==> src/design/board_pkg.sv <==
package board_pkg;

    localparam logic [15:0] LED_RESET = 16'h35ac;  // Power-on LED pattern

    localparam int DB_DIV_BITS = 18;               // Sample tick every 2^18 clocks
    localparam int DB_STABLE   = 4;                // Equal samples for a settled level

endpackage

==> src/design/link_pkg.sv <==
package link_pkg;

    localparam int CHUNK_W = 6;                    // Bits per link transfer
    localparam int CHUNK_N = 4;                    // Transfers per frame

    localparam logic [3:0] MSG_RESET = 4'hF;       // Far display goes back to power-on pattern

    // Transmitter states
    localparam logic [1:0] TX_IDLE     = 2'd0;
    localparam logic [1:0] TX_REQ      = 2'd1;
    localparam logic [1:0] TX_WAIT_LOW = 2'd2;
    localparam logic [1:0] TX_NEXT     = 2'd3;

    // One 24-bit frame, either as message fields or as link chunks
    typedef union packed {
        struct packed {
            logic [1:0] pad;
            logic       move_dir;
            logic [4:0] block_x;
            logic [2:0] block_y;
            logic [3:0] msg_type;
            logic [5:0] card;                      // No source on this board, sent as zero
            logic [2:0] sel_len;
        } fields;
        logic [0:CHUNK_N-1][CHUNK_W-1:0] chunks;   // Chunk 0 is the top six bits
    } frame_t;

endpackage

==> src/design/board_link_top.sv <==
`timescale 1ns/1ps

module board_link_top
    import board_pkg::*;
#(
    parameter int DIV_BITS = DB_DIV_BITS
) (
    input  logic        clk,
    input  logic        rst,
    input  logic        en_send,
    input  logic [15:0] sw,
    input  logic        ack_in,
    input  logic        req_in,
    input  logic [5:0]  data_in,
    output logic        req_out,
    output logic [5:0]  data_out,
    output logic        ack_out,
    output logic        busy,
    output logic [15:0] led
);

    logic       send_pulse;
    logic       link_en;
    logic       link_rst;
    logic       move_dir;
    logic [4:0] block_x;
    logic [2:0] block_y;
    logic [3:0] msg_type;
    logic [2:0] sel_len;

    button_conditioner #(
        .DIV_BITS (DIV_BITS)
    ) u_button (
        .clk        (clk),
        .rst        (rst),
        .button     (en_send),
        .send_pulse (send_pulse)
    );

    link_tx u_tx (
        .clk        (clk),
        .rst        (rst),
        .send_pulse (send_pulse),
        .sw         (sw),
        .ack_in     (ack_in),
        .req_out    (req_out),
        .data_out   (data_out),
        .busy       (busy)
    );

    link_rx u_rx (
        .clk      (clk),
        .rst      (rst),
        .req_in   (req_in),
        .data_in  (data_in),
        .ack_out  (ack_out),
        .link_en  (link_en),
        .link_rst (link_rst),
        .move_dir (move_dir),
        .block_x  (block_x),
        .block_y  (block_y),
        .msg_type (msg_type),
        .sel_len  (sel_len)
    );

    led_display u_led (
        .clk      (clk),
        .rst      (rst),
        .link_en  (link_en),
        .link_rst (link_rst),
        .move_dir (move_dir),
        .block_x  (block_x),
        .block_y  (block_y),
        .msg_type (msg_type),
        .sel_len  (sel_len),
        .led      (led)
    );

endmodule

==> src/design/button_conditioner.sv <==
`timescale 1ns/1ps

module button_conditioner
    import board_pkg::*;
#(
    parameter int DIV_BITS = DB_DIV_BITS
) (
    input  logic clk,
    input  logic rst,
    input  logic button,
    output logic send_pulse
);

    logic [1:0]           btn_sync;
    logic [DIV_BITS-1:0]  div_cnt;
    logic                 tick;
    logic [DB_STABLE-1:0] samples;
    logic                 db_level;
    logic                 db_prev;

    assign tick = &div_cnt;

    always_ff @(posedge clk or posedge rst) begin
        if (rst) begin
            btn_sync <= '0;
            div_cnt  <= '0;
            samples  <= '0;
        end else begin
            btn_sync <= {btn_sync[0], button};      // Raw pin is asynchronous
            div_cnt  <= div_cnt + 1'b1;
            if (tick) begin
                samples <= {samples[DB_STABLE-2:0], btn_sync[1]};
            end
        end
    end

    // Level only moves when the whole window agrees
    always_ff @(posedge clk or posedge rst) begin
        if (rst) begin
            db_level <= 1'b0;
        end else if (&samples) begin
            db_level <= 1'b1;
        end else if (~|samples) begin
            db_level <= 1'b0;
        end
    end

    always_ff @(posedge clk or posedge rst) begin
        if (rst) begin
            db_prev    <= 1'b0;
            send_pulse <= 1'b0;
        end else begin
            db_prev    <= db_level;
            send_pulse <= db_level & ~db_prev;      // Rising edge, one clk wide
        end
    end

endmodule

==> src/design/led_display.sv <==
`timescale 1ns/1ps

module led_display
    import board_pkg::*;
(
    input  logic        clk,
    input  logic        rst,
    input  logic        link_en,
    input  logic        link_rst,
    input  logic        move_dir,
    input  logic [4:0]  block_x,
    input  logic [2:0]  block_y,
    input  logic [3:0]  msg_type,
    input  logic [2:0]  sel_len,
    output logic [15:0] led
);

    always_ff @(posedge clk or posedge rst) begin
        if (rst) begin
            led <= LED_RESET;
        end else if (link_rst) begin
            led <= LED_RESET;                       // Remote reset message
        end else if (link_en) begin
            led[14]    <= move_dir;                 // led[15] keeps its value
            led[13:10] <= block_x[3:0];
            led[9:7]   <= block_y;
            led[6:3]   <= msg_type;
            led[2:0]   <= sel_len;
        end
    end

endmodule

==> src/design/link_rx.sv <==
`timescale 1ns/1ps

module link_rx
    import link_pkg::*;
(
    input  logic               clk,
    input  logic               rst,
    input  logic               req_in,
    input  logic [CHUNK_W-1:0] data_in,
    output logic               ack_out,
    output logic               link_en,
    output logic               link_rst,
    output logic               move_dir,
    output logic [4:0]         block_x,
    output logic [2:0]         block_y,
    output logic [3:0]         msg_type,
    output logic [2:0]         sel_len
);

    logic [1:0]                 req_sync;
    logic [$clog2(CHUNK_N)-1:0] idx;
    logic                       capture;
    logic                       frame_done;
    frame_t                     frame;

    assign capture = req_sync[1] & ~ack_out;        // New chunk waiting

    always_ff @(posedge clk) begin
        if (capture) begin
            frame.chunks[idx] <= data_in;
        end
    end

    always_ff @(posedge clk or posedge rst) begin
        if (rst) begin
            req_sync   <= '0;
            idx        <= '0;
            ack_out    <= 1'b0;
            frame_done <= 1'b0;
        end else begin
            req_sync   <= {req_sync[0], req_in};
            frame_done <= capture && (idx == CHUNK_N - 1);
            if (capture) begin
                ack_out <= 1'b1;
                idx     <= idx + 1'b1;              // Wraps to chunk 0 after the last
            end else if (!req_sync[1] && ack_out) begin
                ack_out <= 1'b0;                    // Release ack once request drops
            end
        end
    end

    assign move_dir = frame.fields.move_dir;
    assign block_x  = frame.fields.block_x;
    assign block_y  = frame.fields.block_y;
    assign msg_type = frame.fields.msg_type;
    assign sel_len  = frame.fields.sel_len;

    assign link_rst = frame_done & (frame.fields.msg_type == MSG_RESET);
    assign link_en  = frame_done & (frame.fields.msg_type != MSG_RESET);

endmodule

==> src/design/link_tx.sv <==
`timescale 1ns/1ps

module link_tx
    import link_pkg::*;
(
    input  logic               clk,
    input  logic               rst,
    input  logic               send_pulse,
    input  logic [15:0]        sw,
    input  logic               ack_in,
    output logic               req_out,
    output logic [CHUNK_W-1:0] data_out,
    output logic               busy
);

    logic [1:0]                 state;
    logic [$clog2(CHUNK_N)-1:0] idx;
    logic [1:0]                 ack_sync;
    frame_t                     frame;
    frame_t                     frame_next;

    always_comb begin
        frame_next                 = '0;
        frame_next.fields.move_dir = sw[14];
        frame_next.fields.block_x  = {1'b0, sw[13:10]};
        frame_next.fields.block_y  = sw[9:7];
        frame_next.fields.msg_type = sw[6:3];
        frame_next.fields.card     = '0;
        frame_next.fields.sel_len  = sw[2:0];
    end

    assign data_out = frame.chunks[idx];            // Held while req_out is high

    always_ff @(posedge clk or posedge rst) begin
        if (rst) begin
            ack_sync <= '0;
        end else begin
            ack_sync <= {ack_sync[0], ack_in};
        end
    end

    always_ff @(posedge clk) begin
        if (state == TX_IDLE && send_pulse && sw[15]) begin
            frame <= frame_next;
        end
    end

    always_ff @(posedge clk or posedge rst) begin
        if (rst) begin
            state   <= TX_IDLE;
            idx     <= '0;
            req_out <= 1'b0;
            busy    <= 1'b0;
        end else begin
            case (state)
                TX_IDLE: begin
                    if (send_pulse && sw[15]) begin  // Pulse dropped when disabled
                        idx   <= '0;
                        busy  <= 1'b1;
                        state <= TX_REQ;
                    end
                end
                TX_REQ: begin
                    req_out <= 1'b1;
                    if (ack_sync[1]) begin
                        req_out <= 1'b0;
                        state   <= TX_WAIT_LOW;
                    end
                end
                TX_WAIT_LOW: begin
                    if (!ack_sync[1]) begin
                        if (idx == CHUNK_N - 1) begin
                            busy  <= 1'b0;
                            state <= TX_IDLE;
                        end else begin
                            state <= TX_NEXT;
                        end
                    end
                end
                default: begin
                    idx   <= idx + 1'b1;        // New data a cycle ahead of req
                    state <= TX_REQ;
                end
            endcase
        end
    end

endmodule

==> config.mk <==
export PLATFORM = sky130hd
export DESIGN_NAME = board_link_top
export DESIGN_NICKNAME = d
export VERILOG_FILES = /design/src/design/board_pkg.sv /design/src/design/link_pkg.sv /design/src/design/board_link_top.sv /design/src/design/button_conditioner.sv /design/src/design/led_display.sv /design/src/design/link_rx.sv /design/src/design/link_tx.sv
export SDC_FILE = /design/constraint.sdc
export NUM_CORES = 1
export LEC_CHECK = 0
export ABC_AREA = 1
export BUFFER_PORTS_ARGS = -buffer_cell sky130_fd_sc_hd__buf_2
export CAP_MARGIN = 10
export CORE_MARGIN = 2
export CORE_UTILIZATION = 48
export CTS_BUF_LIST = sky130_fd_sc_hd__clkbuf_8
export CTS_CLUSTER_SIZE = 16
export DETAILED_ROUTE_END_ITERATION = 6
export GPL_TIMING_DRIVEN = 0
export HOLD_SLACK_MARGIN = 0.1
export PLACE_DENSITY = 0.71
export SLEW_MARGIN = 20
export SYNTH_ARGS = -nofsm -noshare
export SYNTH_HDL_FRONTEND = slang
export SYNTH_HIERARCHICAL = 1
export SYNTH_SLANG_ARGS = --single-unit
export TNS_END_PERCENT = 20
==> constraint.sdc <==
create_clock -name clk -period 1.75 [get_ports clk]
set_clock_uncertainty 0.15 [all_clocks]
set_input_delay 0.175 -clock clk [delete_from_list [all_inputs] [get_ports clk]]
set_output_delay 0.175 -clock clk [all_outputs]
set_load 0.005 [all_outputs]
# Yosys cells after proc, flatten, opt, wreduce, memory -nomap -nowiden
# Index checks and enable logic that the tools add are counted.
# op_classes
addsub	3
mul	0
n_div	0
n_lt_le_gt_ge	3
eq_ne	11
shifts	0
mux	24
bitwise_logic	9
n_reduce_logical	18
# op_table
operator	n
$mux 15	2
$bwmux 24	1
$add 18x1->18 const B	1
$mux 6	3
$reduce_and 18->1	1
$bmux 6 s2	1
$demux 6 s2	1
$mux 2	5
$mux 1	8
$reduce_and 4->1	2
$eq 2x2->1 const B	3
$ge 3x3->1 const B	2
$logic_and 1x1->1	6
$ne 2x1->1 const B	3
$not 2->3	2
$pmux 2 s3	1
$reduce_bool 2->1	3
$add 2x1->2 const B	2
$and 1x1->1	4
$eq 4x4->1 const B	1
$ne 2x2->1 const B	2
$ne 4x4->1 const B	1
$pmux 2 s2	1
$reduce_or 4->1	1
other kinds (9)	11
# word_totals
regBits	95
latch_bits	0
ramBits	0
rom_bits	0
in_bits	27
out_inout_bits	25
memories	0

# Longest topological paths before layout
# Gate-level depths: netlist of the first run.
# depth
ltp_word	6
depth_mapped	8

# Modules after synthesis
# The synthesis of the first run kept the hierarchy.
# modules_own_cells
mod	instances	cells_each	area_per_inst_um2
button_conditioner	1	127	1271.2
link_tx	1	94	1008.5
link_rx	1	51	810.8
led_display	1	69	674.4

# Least setup slack after synthesis of the first run
# No wires, ideal clock.
# synth_path
kind	reg-to-reg
from	reg u_tx.state[0]
to	reg u_tx/frame[0] in the netlist's numbering (enable)
setup_time_ns	0.386
arrival_ns	1.413
t_required_ns	1.214
path_slack_ns	-0.199
path_stages_with_launch	5
path_buffers	0
path_cell_list	dfrtp_1 > inv_1 > ha_1 > inv_1 > nor2_1
# synth_via
elab_chain_len	3
# synth_rtl
element	line_no	source
from (decl)	link_tx.sv:16	logic [1:0] state;
from (signal assigned)	link_tx.sv:50	state <= TX_IDLE;
from (signal assigned)	link_tx.sv:60	state <= TX_REQ;
from (signal assigned)	link_tx.sv:67	state <= TX_WAIT_LOW;
$logic_not 2->1	link_tx.sv:43	if (state == TX_IDLE && send_pulse && sw[15]) begin
$logic_and 1x1->1 (2 in series)	link_tx.sv:43	
to (signal assigned)	link_tx.sv:44	frame <= frame_next;
to (decl)	link_tx.sv:19	frame_t frame;
# Every way passes these cells.
# A chain may end at the register's enable or synchronous reset.

# Final worst setup path of the first run
# layout_path
from	reg u_tx.idx[1]
to	out data_out[1]
# layout_via
elab_chain_len	4
# layout_rtl
element	line_no	source
from (decl)	link_tx.sv:17	logic [$clog2(CHUNK_N)-1:0] idx;
from (signal assigned)	link_tx.sv:81	idx <= idx + 1'b1;
$not 2->3 (not written as such)	link_tx.sv:32	assign data_out = frame.chunks[idx];
$bmux 6 s2	link_tx.sv:32	
$mux 6 (not written as such) (2 in series)	link_tx.sv:32	
to (decl)	board_link_top.sv:16	output logic [5:0] data_out,
# Every way passes these cells. The select of a mux whose other input is x is not followed.

==> flow_summary.json, run 1 <==
{
  "core.rowCount": 32,
  "path_max_fanout": 8,
  "hold_violations": 0,
  "yosys_warnings": 6,
  "numCtsBuffers": 9,
  "core-area_mm2": 0.00765,
  "area_delta_synth_final_pct": 23.2,
  "setup_tns_ns": 0,
  "critPathLaunchType": "flop",
  "finalSetupViolCount": 0,
  "cap_violations": 0,
  "outcome": "complete, no violations",
  "hold_class": "primary input to asynchronous set/reset pin",
  "final_util_pct": 60.2,
  "clkTransAtPathRegs_ns": 0.08,
  "seqCellArea_mm2": 0.00231,
  "wl_per_cell_um": 11.9,
  "crit_path_top_delay_cell": "dfrtp_1",
  "n_antenna_cell": 0,
  "max_freq_mhz": 603,
  "path_delay_family": "buffers and inverters",
  "rr_startpoint": "u_tx/state[1]",
  "drc": 0,
  "initial_utilization_pct": 48.8,
  "drt_iter0_markers": 87,
  "fin_cells": 534,
  "cts_max_level": 3,
  "ant_nets": 0,
  "syn_nets": 378,
  "drive_above_1_share_pct": 27.3,
  "report.final.slew_viol_count": 0,
  "io-pin-count": 52,
  "clock_sinks": 86,
  "cts_tree": "done",
  "grt_setup_unrepaired": "false",
  "max-slew-margin-rel_pct": 63.0,
  "synth_area_mm2": 0.00373,
  "grt_pass1_vias": 2533,
  "totalWireLength_um": 6360,
  "firstDrtPassIters": 4,
  "gp_congestion": 0.765,
  "synth_cells": 340,
  "nFillCells": 615,
  "power_uw": 4680,
  "cp-startpoint": "u_tx/idx[1]",
  "post-route-period-util_pct": 94.7,
  "port_buffers": 50,
  "max_slew.worst_pin.slew_ns": 0.554,
  "num_vias": 2506,
  "die_h_um": 92.2,
  "crit_type": "flop to output pin",
  "hpwl_um": 4390,
  "cts_root_buffer": "clkbuf_8",
  "min_period_ns": 1.66,
  "arrival_ns": 1.33,
  "die_area_mm2": 0.00850,
  "path_buf_inv": 3,
  "grt_max_degree": 28,
  "die_w_um": 92.2,
  "max-vdd-ir-drop_v": 0.000615,
  "synth_area_per_cell_um2": 11.0,
  "cp_slowest_stage_delay_ns": 0.39,
  "clockBufferDepth": 2,
  "num-nets-final": 465,
  "grt_pass1_wl_um": 11400,
  "path_cells": "buf_2 -> inv_4 -> o21ai_1 -> o21ai_1 -> buf_2",
  "critPathCaptureType": "output pin",
  "grt_overflow": 0,
  "required_ns": 1.42,
  "dp.cells": 492,
  "multi_input_area_mm2": 0.00122,
  "grtUsageTotal_pct": 17.0,
  "clock_latency_ns": 0.34,
  "antenna_found_initial": 0,
  "pwr_density_cell_mw_per_mm2": 1020,
  "p_leak_uw": 0.00229,
  "routed_via_density": 4.69
}
-- through the flow --
stage               instance area, µm²  setup slack [ns]  hold WS (ns)
finish                            4600            0.0928         0.193
global route                      4600            0.0138         0.217
CTS                               4580           0.00265         0.174
detailed placement                4120            -0.173       0.00742
global placement                  4120            -0.138       0.00142
floorplan                         3740            0.0345        -0.184
-- final timing paths --
kind                                        to  slack, ns  cells past startpoint
max in group asynchronous  u_button/samples[0]       0.76                      3
setup reg to reg                 u_tx/frame[1]       0.17                      5
setup / recovery                   data_out[1]       0.09                      5
hold / removal                 u_rx/frame_done       0.19                      3
min in group clk                     u_tx/busy       0.20                      5
hold reg to reg               u_rx/req_sync[1]       0.21                      0
-- what timing repair did --
item,CTS,global route
hold endpoints to repair,81,0
hold buffers,25,0
endpoints found under the setup margin,15,16
buffers inserted,0,1
pin swaps,0,1
resized for setup,1,1
-- layout by cell type (no fill, tap or decap), drive strengths merged --
master       count
nand3b           2
xor2             7
dfstp            8
buf             59
nor2            25
edfxtp          30
dlygate4sd3     25
conb             1
nor3             2
dfrtp           48
nand2          102
bufinv           1
nand3           29
ha              11
o21ai           13
o31ai            1
nand4            1
a21oi           10
xnor2            6
clkbuf          11
clkinv           2
inv             38
-- sequential cells by signal, indices dropped and copies added, names as in the netlist --
register             flops
u_rx/req_sync            2
u_button/samples         4
u_rx/idx                 2
u_rx/frame_done          1
u_button/db_prev         1
u_tx/state               2
u_led/led               15
u_button/btn_sync        2
u_rx/frame              15
u_tx/ack_sync            2
u_button/send_pulse      1
u_rx/ack_out             1
u_tx/busy                1
u_button/db_level        1
u_tx/req_out             1
u_tx/frame              15
u_button/div_cnt        18
u_tx/idx                 2
-- cell type report --
type                    instances  share of cell area (%)
well taps                     102                    2.77
clock buffers                  11                    3.29
clock inverters                 5                    1.22
plain buffers                   8                    1.71
multi-input cells             210                    26.4
inverters                      36                    2.99
repair buffers                 76                    11.3
flip-flops and latches         86                    50.3
-- power by group --
part / internal (µW) / leakage [µW] / switching [µW]
logic: 368 / 0.00120 / 385
clock network: 738 / 0.000111 / 655
registers: 2400 / 0.000971 / 131
total: 3500 / 0.00229 / 1170
-- worst min-delay path, cell delays in order --
cell and delay [ns]:
dlygate4sd3_1 0.53, buf_2 0.15, inv_1 0.21
-- routing by layer --
metal | vias to the layer above | part of all wire, % | track usage, %
li1 | 1252 | - | -
met1 | 1196 | 44 | 20.9
met2 | 48 | 50 | 28.6
met3 | 10 | 3.9 | 4.93
met4 | 0 | 1.7 | 5.97
met5 | - | 0 | 0
(Power assumes the default switching activity.)
==> inputs of run 2 (changes only) <==
--- a/config.mk
+++ b/config.mk
@@ -13,7 +13,6 @@
 export CTS_BUF_LIST = sky130_fd_sc_hd__clkbuf_8
 export CTS_CLUSTER_SIZE = 16
 export DETAILED_ROUTE_END_ITERATION = 6
-export GPL_TIMING_DRIVEN = 0
 export HOLD_SLACK_MARGIN = 0.1
 export PLACE_DENSITY = 0.71
 export SLEW_MARGIN = 20
==> run 2 against run 1 <==
Effect of this change: clock-buffer cell count did not move; first-iteration DRC count up 56%; register-to-register slack worse by 0.05 ns; final cell count down 0.94%; via count decreased by 1.0%; critical path type unchanged; largest cell class unchanged; largest power group unchanged; highest routed layer unchanged.
==> flow_summary.json, run 2 (synthesis results as in run 1) <==
{
  "outcome": "complete, no violations",
  "min_period_ns": 1.67,
  "n_antenna_cell": 0,
  "hpwl_um": 4530,
  "grt_setup_unrepaired": "false",
  "hold_violations": 0,
  "die_w_um": 92.2,
  "die_h_um": 92.2,
  "regMostFlops": "u_button/div_cnt",
  "finalSetupViolCount": 0,
  "grtUsageTotal_pct": 16.2,
  "drc": 0,
  "firstDrtPassIters": 4,
  "io-pin-count": 52,
  "nFillCells": 629,
  "drt_iter0_markers": 136,
  "p_sw_share_pct": 25.4,
  "setup_tns_ns": 0,
  "clkTransAtPathRegs_ns": 0.07,
  "dp.cells": 488,
  "clock_latency_ns": 0.34,
  "area_delta_synth_final_pct": 21.6,
  "num-nets-final": 460,
  "p_leak_uw": 0.00226,
  "drive_above_1_share_pct": 26.5,
  "gp_congestion": 0.787,
  "critPathCaptureType": "output pin",
  "p_comb_share_pct": 15.5,
  "max-slew-margin-rel_pct": 63.5,
  "grt_max_degree": 28,
  "initial_utilization_pct": 48.8,
  "cts_setup_buffers": 0,
  "most-common-layout-cells": "nand2_1, buf_2, dfrtp_1, inv_1, edfxtp_1",
  "grt_overflow": 0,
  "fin_cells": 529,
  "cts_root_buffer": "clkbuf_8",
  "p_clk_share_pct": 30.0,
  "post-route-period-util_pct": 95.2,
  "core-area_mm2": 0.00765,
  "clock_sinks": 86,
  "cts_max_level": 3,
  "crit_type": "flop to output pin",
  "core.rowCount": 32,
  "numCtsBuffers": 9,
  "arrival_ns": 1.34,
  "cts_tree": "done",
  "ant_nets": 0,
  "max_slew.worst_pin.slew_ns": 0.547,
  "power_switching_uw": 1180,
  "pwr_density_cell_mw_per_mm2": 1030,
  "cap_violations": 0,
  "report.final.slew_viol_count": 0,
  "grt_pass1_vias": 2376,
  "antenna_found_initial": 0,
  "port_buffers": 50,
  "hold_ws_ns": 0.172,
  "path_max_fanout": 13,
  "hold_class": "primary input to flop",
  "num_vias": 2481,
  "die_area_mm2": 0.00850,
  "clockBufferDepth": 2,
  "wl_per_cell_um": 12.0,
  "critPathLaunchType": "flop",
  "grt_pass1_wl_um": 10800,
  "internal_power_uw": 3480,
  "routed_via_density": 4.69,
  "totalWireLength_um": 6360,
  "seqPwrFrac_pct": 54.5,
  "required_ns": 1.42,
  "layout_commonest_cell": "nand2_1",
  "largest_register_ffs": 18,
  "max_freq_mhz": 600,
  "max-vdd-ir-drop_v": 0.000561
}
run 2: metal layers:
layer	global-route usage, %	part of all wire, %	wire (µm)	vias up
met1	21.2	45	2870	1170
met2	26.5	49	3140	56
met5	0	0	0	-
met4	4.48	1.4	87	0
met3	4.60	4.2	264	11
li1	-	-	-	1244
run 2: final timing paths:
check | startpoint | to | slack (ns) | depth (start not counted)
max | u_tx/idx[0] | data_out[1] | 0.08 | 4
min | sw[15] | u_tx/busy | 0.17 | 5
max reg2reg | u_tx/state[0] | u_tx/frame[0] | 0.12 | 5
min reg2reg | u_button/btn_sync[0] | u_button/btn_sync[1] | 0.21 | 0
max in group asynchronous | rst | u_led/led[13] | 0.77 | 3
min in group asynchronous | rst | u_rx/idx[1] | 0.18 | 3
run 2: cell type report:
cell class	instances	area, µm²	share of cell area, %
Clock inverter	5	58.8	1.30
Timing Repair Buffer	79	543	12.0
Inverter	36	135	2.98
Sequential cell	86	2310	51.0
Clock buffer	11	151	3.33
Multi-Input combinational cell	210	1210	26.7
Tap cell	102	128	2.81
run 2: power groups by stage:
stage / logic [µW] / registers, µW / clock network (µW)
6_report: 720 / 2540 / 1400
5_1_grt: 832 / 2570 / 1540
4_1_cts: 736 / 2540 / 1450
3_5_place_dp: 692 / 2580 / 0
3_3_place_gp: 660 / 2570 / 0
2_1_floorplan: 425 / 2580 / 0
run 2: per-stage QoR:
stage,setup slack (ns),util [%],instance area [µm²],total power [µW]
6_report,0.0846,59.4,4540,4660
5_1_grt,0.0000974,59.4,4540,4940
4_1_cts,0.0630,59.4,4540,4730
3_5_place_dp,0.180,53.3,4080,3270
3_3_place_gp,0.225,53.3,4080,3230
2_1_floorplan,0.0345,-,3740,3000
run 2: critical path, stage by stage, from the launching register on:
cell and delay [ns]:
dfrtp_2 0.50, inv_1 0.19, nor2_1 0.06, o21ai_1 0.13
buf_2 0.13
run 2: timing repair:
item,in CTS,in global routing
setup endpoints to repair,3,0
gates resized for setup,1,0
hold buffers,25,0
endpoints found under the hold margin,81,0
==> inputs of run 3 (changes only) <==
--- a/config.mk
+++ b/config.mk
@@ -6,15 +6,16 @@
 export NUM_CORES = 1
 export LEC_CHECK = 0
 export ABC_AREA = 1
+export ABC_CLOCK_PERIOD_IN_PS = 2000
 export BUFFER_PORTS_ARGS = -buffer_cell sky130_fd_sc_hd__buf_2
 export CAP_MARGIN = 10
 export CORE_MARGIN = 2
-export CORE_UTILIZATION = 48
+export CORE_UTILIZATION = 61
 export CTS_BUF_LIST = sky130_fd_sc_hd__clkbuf_8
 export CTS_CLUSTER_SIZE = 16
 export DETAILED_ROUTE_END_ITERATION = 6
 export HOLD_SLACK_MARGIN = 0.1
-export PLACE_DENSITY = 0.71
+export PLACE_DENSITY = 0.84
 export SLEW_MARGIN = 20
 export SYNTH_ARGS = -nofsm -noshare
 export SYNTH_HDL_FRONTEND = slang
==> constraint.sdc (replaced) <==
create_clock -name clk -period 2 [get_ports clk]
set_clock_uncertainty 0.15 [all_clocks]
set_input_delay 0.2 -clock clk [delete_from_list [all_inputs] [get_ports clk]]
set_output_delay 0.2 -clock clk [all_outputs]
set_load 0.005 [all_outputs]
==> run 3 against run 2 <==
Effect of this change: cell area down 1.7%; final cell count is 5.1% lower; combinational power fell by 10%; critical path type unchanged; sequential power down 13%; non-clock buffer count unchanged; largest cell class unchanged; critical endpoint is now data_out[3]; utilization rose by 16 points; die area shrank 20%.
==> flow_summary.json, run 3 (synthesis results as in run 1) <==
{
  "grtUsageTotal_pct": 23.6,
  "clock_sinks": 86,
  "fin_area_mm2": 0.00446,
  "min_path_cells": 5,
  "core.rowCount": 28,
  "max_slew.worst_pin.slew_ns": 0.530,
  "num-nets-final": 460,
  "seqPwrFrac_pct": 55.6,
  "die_h_um": 82.2,
  "crit_type": "flop to output pin",
  "die_area_mm2": 0.00676,
  "crit_path_top_delay_cell": "dfrtp_1",
  "hpwl_um": 4470,
  "ant_nets": 0,
  "critPathCaptureType": "output pin",
  "routed_via_density": 5.06,
  "cts_tree": "done",
  "critPathLaunchType": "flop",
  "p_clk_share_pct": 28.2,
  "regMostFlops": "u_button/div_cnt",
  "drt-met1-wl_um": 3060,
  "nFillCells": 371,
  "outcome": "complete, no violations",
  "firstDrtPassIters": 4,
  "finalSetupViolCount": 0,
  "grt_pass1_wl_um": 11600,
  "antenna_found_initial": 0,
  "cp_slowest_stage_delay_ns": 0.58,
  "setup_tns_ns": 0,
  "core-area_mm2": 0.00592,
  "die_w_um": 82.2,
  "rrSetupSlack_ns": 0.25,
  "layout_commonest_cell": "nand2_1",
  "wl_met3_um": 348,
  "pwr_density_cell_mw_per_mm2": 894,
  "hold_violations": 0,
  "max-vdd-ir-drop_v": 0.000648,
  "grt_overflow": 0,
  "postPlaceCellArea_mm2": 0.00403,
  "clock_latency_ns": 0.35,
  "path_max_fanout": 13,
  "most-common-layout-cells": "nand2_1, buf_2, dfrtp_1, inv_1, edfxtp_1",
  "port_buffers": 50,
  "drt_iter0_markers": 155,
  "required_ns": 1.65,
  "p_sw_share_pct": 26.0,
  "grt_max_degree": 28,
  "grt_pass1_vias": 2470,
  "gp_congestion": 0.830,
  "min_period_ns": 1.82,
  "worstHoldStart": "sw[15]",
  "p_comb_share_pct": 16.2,
  "max_freq_mhz": 549,
  "cap_violations": 0,
  "n_antenna_cell": 0,
  "totalWireLength_um": 7200,
  "cts_setup_buffers": 0,
  "internal_power_uw": 2950,
  "post-route-period-util_pct": 91.1,
  "power_uw": 3990,
  "initial_utilization_pct": 63.1,
  "wl_per_cell_um": 14.4,
  "largest_register_ffs": 18,
  "clkTransAtPathRegs_ns": 0.08,
  "hold_path_end": "u_tx/busy",
  "hold_class": "primary input to flop",
  "clockBufferDepth": 2,
  "area_delta_synth_final_pct": 19.5,
  "cts_max_level": 3,
  "wl_met2_um": 3640,
  "p_leak_uw": 0.00225,
  "max-slew-margin-rel_pct": 64.6,
  "io-pin-count": 52,
  "timing.rr.end": "u_tx/frame[14]",
  "hold_ws_ns": 0.153,
  "top_layer": "met4",
  "path_cells": "inv_1 -> nor2_1 -> o21ai_1 -> buf_2",
  "numCtsBuffers": 9,
  "num_vias": 2540,
  "cts_hold_buf": 25,
  "rr_startpoint": "u_tx/state[1]",
  "arrival_ns": 1.47,
  "report.final.slew_viol_count": 0,
  "power_switching_uw": 1040,
  "drc": 0,
  "grt_setup_unrepaired": "false",
  "r2r_cells": 5,
  "cts_root_buffer": "clkbuf_8",
  "ctsResizeCount": 0,
  "drive_above_1_share_pct": 25.5
}
[run 3: how the worst max path moves through the flow]
stage | depth (start not counted) | end | slack, ns | startpoint
after floorplan | 4 | u_tx/frame[0] | 0.05 | u_tx/state[0]
after global placement | 5 | u_tx/frame[15] | 0.47 | u_tx/state[0]
after detailed placement | 5 | u_tx/frame[11] | 0.38 | u_tx/state[1]
after CTS | 4 | data_out[0] | 0.19 | u_tx/idx[0]
after global routing | 4 | data_out[0] | 0.06 | u_tx/idx[0]
final | 4 | data_out[3] | 0.18 | u_tx/idx[0]
[run 3: layer usage]
layer	global-route usage (%)	up-vias
li1	-	1243
met1	28.8	1197
met2	39.8	82
met3	6.85	18
met4	9.00	0
met5	0	-
[run 3: critical path: cells and delay by family (launching register included)]
kind | cells | cell delay [ns]
and+or+nand+nor | 1 | 0.13
AOI/OAI and AO/OA | 1 | 0.08
buffers and inverters | 2 | 0.33
DFF | 1 | 0.58
[run 3: layout make-up]
| type | count | area [µm²] | share of cell area [%] |
|---|---|---|---|
| Clock inverter | 7 | 58.8 | 1.32 |
| Sequential cell | 86 | 2310 | 51.8 |
| Multi-Input combinational cell | 210 | 1210 | 27.1 |
| Tap cell | 75 | 93.8 | 2.10 |
| Timing Repair Buffer | 79 | 531 | 11.9 |
| Clock buffer | 9 | 124 | 2.78 |
| Inverter | 36 | 135 | 3.03 |
[run 3: power groups by stage]
stage                     logic, µW  clock network (µW)  registers (µW)
after floorplan                 372                   0            2260
after global placement          575                   0            2240
after detailed placement        598                   0            2250
after CTS                       643                1140            2220
after global routing            756                1230            2250
final                           648                1120            2220
[run 3: through the flow]
step,instances,worst slack [ns],util (%)
after CTS,502,0.194,75.4
after global placement,461,0.470,68.1
after global routing,502,0.0571,75.4
after floorplan,340,0.0506,-
after detailed placement,461,0.378,68.1
final,502,0.178,75.4
